## config.mk

```make
export PLATFORM = sky130hd
export DESIGN_NAME = blackjack_top
export DESIGN_NICKNAME = d
export VERILOG_FILES = /design/src/blackjack_pkg.sv /design/src/blackjack_top.sv /design/src/card_deck.sv /design/src/hand_scorer.sv /design/src/outcome_judge.sv /design/src/round_sequencer.sv
export VERILOG_INCLUDE_DIRS = /design/src
export SDC_FILE = /design/constraint.sdc
export NUM_CORES = 1
export LEC_CHECK = 0
export ABC_AREA = 1
export BUFFER_PORTS_ARGS = -buffer_cell sky130_fd_sc_hd__clkbuf_2
export CAP_MARGIN = 20
export CORE_ASPECT_RATIO = 1.4
export CORE_MARGIN = 2
export CORE_UTILIZATION = 35
export DETAILED_ROUTE_END_ITERATION = 12
export PLACE_DENSITY = 0.59
export SLEW_MARGIN = 20
export SYNTH_ARGS = -nofsm -noshare
export SYNTH_HDL_FRONTEND = slang
export SYNTH_SLANG_ARGS = --single-unit
```

## constraint.sdc

```tcl
create_clock -name clk -period 1.86 [get_ports clk]
set_input_delay 0.093 -clock clk [delete_from_list [all_inputs] [get_ports clk]]
set_output_delay 0.093 -clock clk [all_outputs]
set_load 0.02 [all_outputs]
```

## src/blackjack_defs.svh

```systemverilog
/*
 * Shared widths and thresholds of the blackjack round
 * Card, sum and seed widths, rule thresholds and LFSR feedback mask
 * Hand indices into the array of hand interfaces
 */
`ifndef BLACKJACK_DEFS_SVH
`define BLACKJACK_DEFS_SVH

// Width of a hand sum, large enough for a bust hand
`define BJ_SUM_W 6
// Width of a card rank, ranks 1 to 13
`define BJ_RANK_W 4
// Width of the seed and of the LFSR in the deck
`define BJ_SEED_W 16

// Player turn ends at this sum, above it is a bust
`define BJ_BLACKJACK 21
// House stops drawing at this sum
`define BJ_HOUSE_STAND 17

// Galois feedback mask, right-shifting LFSR
`define BJ_LFSR_TAPS 16'hB400
// Highest valid rank, faces count as the face value
`define BJ_RANK_MAX 13
`define BJ_FACE_VALUE 10

// Hands in the round and their slots
`define BJ_NUM_HANDS 2
`define BJ_PLAYER_IDX 0
`define BJ_HOUSE_IDX 1
// Cards dealt before the player turn
`define BJ_DEAL_CARDS 4

`endif

```

## src/blackjack_pkg.sv

```systemverilog
/*
 * Blackjack types: card rank, hand sum, verdict and sequencer phase
 * deal_if: shuffle and card handshake between sequencer and deck
 * hand_if: clear, add and sum of one hand
 */
`include "blackjack_defs.svh"

package blackjack_pkg;

    typedef logic [`BJ_RANK_W-1:0] card_rank_t;
    typedef logic [`BJ_SUM_W-1:0] hand_sum_t;

    // Verdict of the judge, NONE until a round is decided
    typedef enum logic [1:0] {
        RESULT_NONE,
        RESULT_PLAYER,
        RESULT_HOUSE,
        RESULT_DRAW
    } game_result_t;

    // Sequencer states
    typedef enum logic [3:0] {
        PHASE_IDLE,
        PHASE_SHUFFLE,
        PHASE_REQUEST,
        PHASE_WAIT,
        PHASE_PLAYER,
        PHASE_HOUSE,
        PHASE_DECIDE,
        PHASE_FINISHED
    } round_phase_t;

endpackage

interface deal_if import blackjack_pkg::*; ();
    logic                  shuffle;
    logic [`BJ_SEED_W-1:0] seed;
    logic                  req;
    logic                  ready;
    card_rank_t            rank;

    modport ctrl (output shuffle, seed, req, input ready, rank);
    modport deck (input shuffle, seed, req, output ready, rank);
endinterface

interface hand_if import blackjack_pkg::*; ();
    logic       clear;
    logic       add;
    card_rank_t card_rank;
    hand_sum_t  sum;

    modport ctrl (output clear, add, input sum);
    modport scorer (input clear, add, card_rank, output sum);
    modport judge (input sum);
endinterface

```

## src/blackjack_top.sv

```systemverilog
/*
 * Blackjack round top level
 * Deck, sequencer and judge joined by the deal and hand interfaces
 * Two hand scorers in a generate loop, player first, house second
 */
`include "blackjack_defs.svh"

module blackjack_top import blackjack_pkg::*; (
    input logic                  clk,
    input logic                  rst,
    input logic                  start,
    input logic                  hit,
    input logic                  stand,
    input logic [`BJ_SEED_W-1:0] seed,
    output logic                 done,
    output game_result_t         result,
    output hand_sum_t            player_sum,
    output hand_sum_t            house_sum
);

    deal_if deal ();
    hand_if hands [`BJ_NUM_HANDS] ();
    logic   decide;

    card_deck card_deck_i (
        .clk  (clk),
        .rst  (rst),
        .deal (deal)
    );

    // Every hand sees the rank registered by the deck
    for (genvar i = 0; i < `BJ_NUM_HANDS; i++) begin : g_hand
        assign hands[i].card_rank = deal.rank;

        hand_scorer hand_scorer_i (
            .clk  (clk),
            .rst  (rst),
            .hand (hands[i])
        );
    end

    round_sequencer round_sequencer_i (
        .clk    (clk),
        .rst    (rst),
        .start  (start),
        .hit    (hit),
        .stand  (stand),
        .seed   (seed),
        .deal   (deal),
        .hands  (hands),
        .decide (decide)
    );

    outcome_judge outcome_judge_i (
        .clk    (clk),
        .rst    (rst),
        .start  (start),
        .decide (decide),
        .hands  (hands),
        .result (result),
        .done   (done)
    );

    assign player_sum = hands[`BJ_PLAYER_IDX].sum;
    assign house_sum  = hands[`BJ_HOUSE_IDX].sum;

endmodule

```

## src/card_deck.sv

```systemverilog
/*
 * Seeded pseudo-random card source
 * 16-bit Galois LFSR stepped until the low bits form a rank 1 to 13
 * Request/ready handshake towards the round sequencer
 */
`include "blackjack_defs.svh"

module card_deck import blackjack_pkg::*; (
    input logic   clk,
    input logic   rst,
    deal_if.deck  deal
);

    logic [`BJ_SEED_W-1:0] lfsr;
    logic [`BJ_SEED_W-1:0] lfsr_next;
    logic                  busy;
    card_rank_t            candidate;
    logic                  accept;

    // One right shift, feedback mask applied when a one falls out
    always_comb begin
        lfsr_next = lfsr >> 1;
        if (lfsr[0]) begin
            lfsr_next = lfsr_next ^ `BJ_LFSR_TAPS;
        end
    end

    // Rank candidate taken from the stepped value
    assign candidate = lfsr_next[`BJ_RANK_W-1:0];
    assign accept = (candidate != '0) && (candidate <= card_rank_t'(`BJ_RANK_MAX));

    // Ready is low from the cycle after req until a card is found
    assign deal.ready = !busy;

    always_ff @(posedge clk) begin
        if (rst) begin
            lfsr <= `BJ_SEED_W'(1);
            busy <= 1'b0;
        end else if (deal.shuffle) begin
            // All-zero state would lock the LFSR
            if (deal.seed == '0) begin
                lfsr <= `BJ_SEED_W'(1);
            end else begin
                lfsr <= deal.seed;
            end
            busy <= 1'b0;
        end else if (busy) begin
            // One step per cycle while searching
            lfsr <= lfsr_next;
            if (accept) begin
                busy <= 1'b0;
            end
        end else if (deal.req) begin
            busy <= 1'b1;
        end
    end

    // Rank holds from acceptance until the next request completes
    always_ff @(posedge clk) begin
        if (busy && accept && !deal.shuffle) begin
            deal.rank <= candidate;
        end
    end

endmodule

```

## src/hand_scorer.sv

```systemverilog
/*
 * Sum of one hand
 * Maps a rank to its card value, faces count ten
 * Cleared at round start, one card added per add pulse
 */
`include "blackjack_defs.svh"

module hand_scorer import blackjack_pkg::*; (
    input logic     clk,
    input logic     rst,
    hand_if.scorer  hand
);

    hand_sum_t card_value;
    hand_sum_t sum_q;

    // Rank 1 counts one, 2 to 10 count their rank
    // Jack, queen and king count ten
    always_comb begin
        if (hand.card_rank > card_rank_t'(`BJ_FACE_VALUE)) begin
            card_value = hand_sum_t'(`BJ_FACE_VALUE);
        end else begin
            card_value = hand_sum_t'(hand.card_rank);
        end
    end

    always_ff @(posedge clk) begin
        if (rst) begin
            sum_q <= '0;
        end else if (hand.clear) begin
            // New round
            sum_q <= '0;
        end else if (hand.add) begin
            // Rank is stable here, the deck registered it a cycle earlier
            sum_q <= sum_q + card_value;
        end
    end

    // Worst case is 20 plus a face, fits in the sum width
    assign hand.sum = sum_q;

endmodule

```

## src/outcome_judge.sv

```systemverilog
/*
 * Verdict of the round
 * Compares the player and house sums and registers the result on decide
 * Player bust loses first, then house bust, then the larger sum
 */
`include "blackjack_defs.svh"

module outcome_judge import blackjack_pkg::*; (
    input logic          clk,
    input logic          rst,
    input logic          start,
    input logic          decide,
    hand_if.judge        hands [`BJ_NUM_HANDS],
    output game_result_t result,
    output logic         done
);

    hand_sum_t    player_sum;
    hand_sum_t    house_sum;
    game_result_t verdict;

    assign player_sum = hands[`BJ_PLAYER_IDX].sum;
    assign house_sum  = hands[`BJ_HOUSE_IDX].sum;

    always_comb begin
        if (player_sum > hand_sum_t'(`BJ_BLACKJACK)) begin
            // Player bust loses whatever the house holds
            verdict = RESULT_HOUSE;
        end else if (house_sum > hand_sum_t'(`BJ_BLACKJACK)) begin
            verdict = RESULT_PLAYER;
        end else if (player_sum > house_sum) begin
            verdict = RESULT_PLAYER;
        end else if (player_sum < house_sum) begin
            verdict = RESULT_HOUSE;
        end else begin
            verdict = RESULT_DRAW;
        end
    end

    always_ff @(posedge clk) begin
        if (rst) begin
            result <= RESULT_NONE;
            done   <= 1'b0;
        end else if (decide) begin
            // Decide wins, a start in this cycle is ignored by the sequencer
            result <= verdict;
            done   <= 1'b1;
        end else if (start) begin
            result <= RESULT_NONE;
            done   <= 1'b0;
        end
    end

endmodule

```

## src/round_sequencer.sv

```systemverilog
/*
 * Round sequencer FSM
 * Shuffle, four dealt cards, player turn, house turn, verdict request
 * One shared request/wait pair serves every card drawn
 */
`include "blackjack_defs.svh"

module round_sequencer import blackjack_pkg::*; (
    input logic                  clk,
    input logic                  rst,
    input logic                  start,
    input logic                  hit,
    input logic                  stand,
    input logic [`BJ_SEED_W-1:0] seed,
    deal_if.ctrl                 deal,
    hand_if.ctrl                 hands [`BJ_NUM_HANDS],
    output logic                 decide
);

    round_phase_t phase;
    // Cards dealt so far in the opening deal
    logic [2:0]   deal_cnt;
    // Destination of the card in flight
    logic         to_house;
    logic         dealing;
    logic         card_in;
    logic         player_done;
    logic         house_draws;

    assign dealing = (deal_cnt < 3'(`BJ_DEAL_CARDS));
    // Ready back high while waiting means the card is in
    assign card_in = (phase == PHASE_WAIT) && deal.ready;

    // Player turn ends at 21 or more, bust itself is judged later
    assign player_done =
        (hands[`BJ_PLAYER_IDX].sum >= hand_sum_t'(`BJ_BLACKJACK));
    assign house_draws =
        (hands[`BJ_HOUSE_IDX].sum < hand_sum_t'(`BJ_HOUSE_STAND));

    always_ff @(posedge clk) begin
        if (rst) begin
            phase    <= PHASE_IDLE;
            deal_cnt <= '0;
            to_house <= 1'b0;
        end else begin
            case (phase)
                PHASE_IDLE, PHASE_FINISHED: begin
                    // Start is only taken between rounds
                    if (start) begin
                        phase <= PHASE_SHUFFLE;
                    end
                end
                PHASE_SHUFFLE: begin
                    // Deal order is player, house, player, house
                    deal_cnt <= '0;
                    to_house <= 1'b0;
                    phase    <= PHASE_REQUEST;
                end
                PHASE_REQUEST: begin
                    if (deal.ready) begin
                        phase <= PHASE_WAIT;
                    end
                end
                PHASE_WAIT: begin
                    if (deal.ready) begin
                        if (dealing) begin
                            deal_cnt <= deal_cnt + 3'd1;
                            to_house <= !to_house;
                            // Last of the four dealt cards hands over to the player
                            if (deal_cnt == 3'(`BJ_DEAL_CARDS - 1)) begin
                                phase <= PHASE_PLAYER;
                            end else begin
                                phase <= PHASE_REQUEST;
                            end
                        end else if (to_house) begin
                            phase <= PHASE_HOUSE;
                        end else begin
                            phase <= PHASE_PLAYER;
                        end
                    end
                end
                PHASE_PLAYER: begin
                    // Sum check wins over a hit in the same cycle
                    if (player_done || stand) begin
                        phase <= PHASE_HOUSE;
                    end else if (hit) begin
                        to_house <= 1'b0;
                        phase    <= PHASE_REQUEST;
                    end
                end
                PHASE_HOUSE: begin
                    // House draws to 17 even after a player bust
                    if (house_draws) begin
                        to_house <= 1'b1;
                        phase    <= PHASE_REQUEST;
                    end else begin
                        phase <= PHASE_DECIDE;
                    end
                end
                PHASE_DECIDE: begin
                    phase <= PHASE_FINISHED;
                end
                default: begin
                    phase <= PHASE_IDLE;
                end
            endcase
        end
    end

    // Deck controls
    assign deal.shuffle = (phase == PHASE_SHUFFLE);
    assign deal.seed    = seed;
    // Request only while the deck reports ready
    assign deal.req     = (phase == PHASE_REQUEST) && deal.ready;

    // Clear every hand with the shuffle, add goes to one hand only
    for (genvar i = 0; i < `BJ_NUM_HANDS; i++) begin : g_hand_ctrl
        assign hands[i].clear = (phase == PHASE_SHUFFLE);
        assign hands[i].add   = card_in && (to_house == (i == `BJ_HOUSE_IDX));
    end

    assign decide = (phase == PHASE_DECIDE);

endmodule

```

==> summary.txt <==
Critical path
  • R2r setup slk: 0.12 ns
  • CP Class: reg -> reg
  • Path depth of the worst reg2reg path: 9
  • Crit path from: card_deck_i.deal.rank[3]$_DFFE_PP_
  • Worst-path maximum fanout: 5
  • CP Capture Type: flop
  • R2r endpoint: g_hand[1].hand_scorer_i.hand.sum[3]$_SDFFE_PP0P_
  • CP startpoint kind: flop
  • Launch point of the worst reg-to-reg path: card_deck_i.deal.rank[3]$_DFFE_PP_
  • Worst path required time: 2.11 ns
  • Crit path DAT: 1.99 ns
  • Crit path to: g_hand[1].hand_scorer_i.hand.sum[3]$_SDFFE_PP0P_

Synth
  • Seq cells post-synth: 43
  • Syn. warnings: 0
  • Top post-synthesis cells by count: nand2_1, a21oi_1, inv_1, dfxtp_1, nor2_1
  • Top-count cell post-synth: nand2_1
  • Most area-consuming cells after synthesis: dfxtp_1, a21oi_1, ha_1
  • Cell Area, Synth: 0.00263 sq mm
  • Mapped Nets: 394
  • Area fraction of the dominant cell type after synthesis: 29.7%
  • Distinct cells, synth: 41
  • Post-synth top area cell: dfxtp_1
  • Mapped Cells: 354
  • Top FF cell, synth: dfxtp_1
  • Number of synthesized flops with an enable pin: 4
  • Post-synthesis sequential area ratio: 34.3%
  • Asr flop ratio synth: 0%
  • Syn avg cell area: 7.42 sq um

Global routing
  • Initial antenna violation count: 0
  • Gr usage total: 15.9%
  • Overflow after GRT: 0
  • First-pass GRT wire length: 10700 microns
  • Pin count of the biggest net entering global routing: 18
  • Vias in the first global route: 2374

Timing
  • Fin Setup TNS: 0 ns
  • Final Cycle Share: 93.7%
  • Clock Skews: 0.0121 ns
  • Worst-margin pin slew: 0.441 ns
  • Post-layout min period: 1.74 ns
  • Max Clock Freq: 574 MHz
  • Slew Viols, Final: 0
  • Final setup viols: 0
  • Hold Violations, Final: 0
  • Final WS setup: 0.116 ns
  • Slew headroom: 70.2%

Floorplan
  • Die height: 106 microns
  • Initial cell density of the core: 35.9%
  • # rows: 37
  • Die area: 0.00822 sq mm
  • CORE AREA: 0.00731 sq mm
  • Die W: 77.2 microns
  • IO Pins: 36

Power and ir drop
  • Peak supply drop: 576 uV
  • P_leak: 1.37 nW
  • Power per cell area: 1290 mW/mm^2
  • Design Power: 0.00393 W

Place
  • DP HPWL: 4590 microns
  • Place WS: 0.0822 ns
  • Placer Congestion: 0.827
  • Port buffer count: 35

Detailed routing
  • Drt total wl: 5960 microns
  • Routed length on met3: 230 microns
  • Met2 WL: 3000 microns
  • DRT iter0 DRCs: 99
  • Uppermost layer routed: met4
  • DR vias: 2449
  • Vias per std cell: 4.99
  • DR pass1 iterations: 4
  • Drt wl/cell: 12.1 microns
  • Metal-1 WL: 2610 microns
  • Routed Antenna Nets: 0
  • Residual DRC: 0

Outcome
  • Status: complete, no violations

CTS
  • Clk slew on worst S/H paths: 0.09 ns
  • CTS Buffer Depth: 2
  • CTS Sinks: 43
  • H-tree depth: 2
  • Worst-Skew Late Latency: 0.30 ns
  • CTS buffer count: 5
  • Clock Tree Root: clkbuf_8
  • CTS tree: done

Run
  • Max Cap Viol: 0

Finish
  • Layout Nets: 433
  • Layout area overhead: 16.2%
  • Diode count: 0
  • Layout cells sized above 1: 20.3%
  • Final Core Density: 41.7%

Min path
  • Hold path cells: 3
  • Hold WC Path Type: in -> reg
sequential cells by signal (all words and copies together) (netlist names):
signal                         flops
card_deck_i.busy                   1
card_deck_i.deal.rank              4
card_deck_i.lfsr                  16
g_hand.hand_scorer_i.hand.sum     12
outcome_judge_i.done               1
outcome_judge_i.result             2
round_sequencer_i.deal_cnt         3
round_sequencer_i.phase            3
round_sequencer_i.to_house         1
power by group:
part / internal (W) / total, W / switching [W]
Clock: 0.000381 / 0.000720 / 0.000339
Sequential: 0.00119 / 0.00142 / 0.000225
Combinational: 0.000673 / 0.00179 / 0.00111
logic make-up (layout without fill, tap and decap cells):
family,count (synthesis),in the layout,share of synthesized area (%)
and+or+nand+nor,138,138,24.6
AOI/OAI and AO/OA,91,91,20.0
buffers and inverters,57,97,9.44
DFF,43,43,34.3
adders and majority gates,19,19,9.63
xor gates and xnor gates,6,6,2.00
cell type report:
type                            instances  area [sq um]
Fill cell                             813          4260
Tap cell                               97           121
Multi-Input combinational cell        254          1500
Clock inverter                          1          5.00
Inverter                               44           165
Clock buffer                            7           108
Timing Repair Buffer                   45           250
Sequential cell                        43           901
layer usage:
layer / vias up / GRT usage (%)
met2: 52 / 28.9
met1: 1127 / 18.1
met5: - / 0
met4: 0 / 7.27
met3: 10 / 2.55
li1: 1260 / -
metrics by stage:
step                hold WS, ns  area (sq um)  cells
floorplan                 0.220          2630    354
global placement          0.333          2910    482
detailed placement        0.338          2910    482
CTS                     0.00841          3020    490
global route             0.0302          3050    491
finish                   0.0184          3050    491
placed cells by master (no fill, tap or decap), types with 3 or more instances in the layout:
| cell | n |
|---|---|
| nand2_2 | 4 |
| clkbuf_8 | 6 |
| a31oi_1 | 4 |
| ha_1 | 17 |
| nand2_1 | 55 |
| clkbuf_2 | 35 |
| nor2_1 | 36 |
| inv_2 | 4 |
| a21oi_2 | 5 |
| a21oi_1 | 45 |
| o21ai_1 | 8 |
| nand3_1 | 27 |
| xor2_1 | 3 |
| inv_1 | 40 |
| xnor2_1 | 3 |
| nor3_1 | 3 |
| dfxtp_1 | 39 |
| buf_4 | 10 |
| edfxtp_1 | 4 |
| o21ai_0 | 17 |
repair_timing:
item,in CTS,in global routing
resized for setup,0,7
hold buffers,0,0
endpoints found under the setup margin,0,7
buffers inserted,0,1
critical path: stages, from the launching register on:
cell	delay (ns)
edfxtp_1	0.49
a21o_4	0.27
ha_1	0.27
nand3_1	0.07
nand3_1	0.09
inv_1	0.05
or2_2	0.27
nand3_1	0.07
o211ai_1	0.08
inv_1	0.06
how the worst min path moves through the flow:
| stage | slack, ns | from | endpoint |
|---|---|---|---|
| 2_1_floorplan | 0.22 | seed[14] | card_deck_i.lfsr[14]$_SDFFE_PP0P_ |
| 3_3_place_gp | 0.33 | seed[6] | card_deck_i.lfsr[6]$_SDFFE_PP0P_ |
| 3_5_place_dp | 0.34 | seed[5] | card_deck_i.lfsr[5]$_SDFFE_PP0P_ |
| 4_1_cts | 0.008 | seed[14] | card_deck_i.lfsr[14]$_SDFFE_PP0P_ |
| 5_1_grt | 0.03 | seed[14] | card_deck_i.lfsr[14]$_SDFFE_PP0P_ |
| 6_report | 0.02 | seed[15] | card_deck_i.lfsr[15]$_SDFFE_PP0P_ |
No activity file was read; power rests on OpenSTA's default activity.
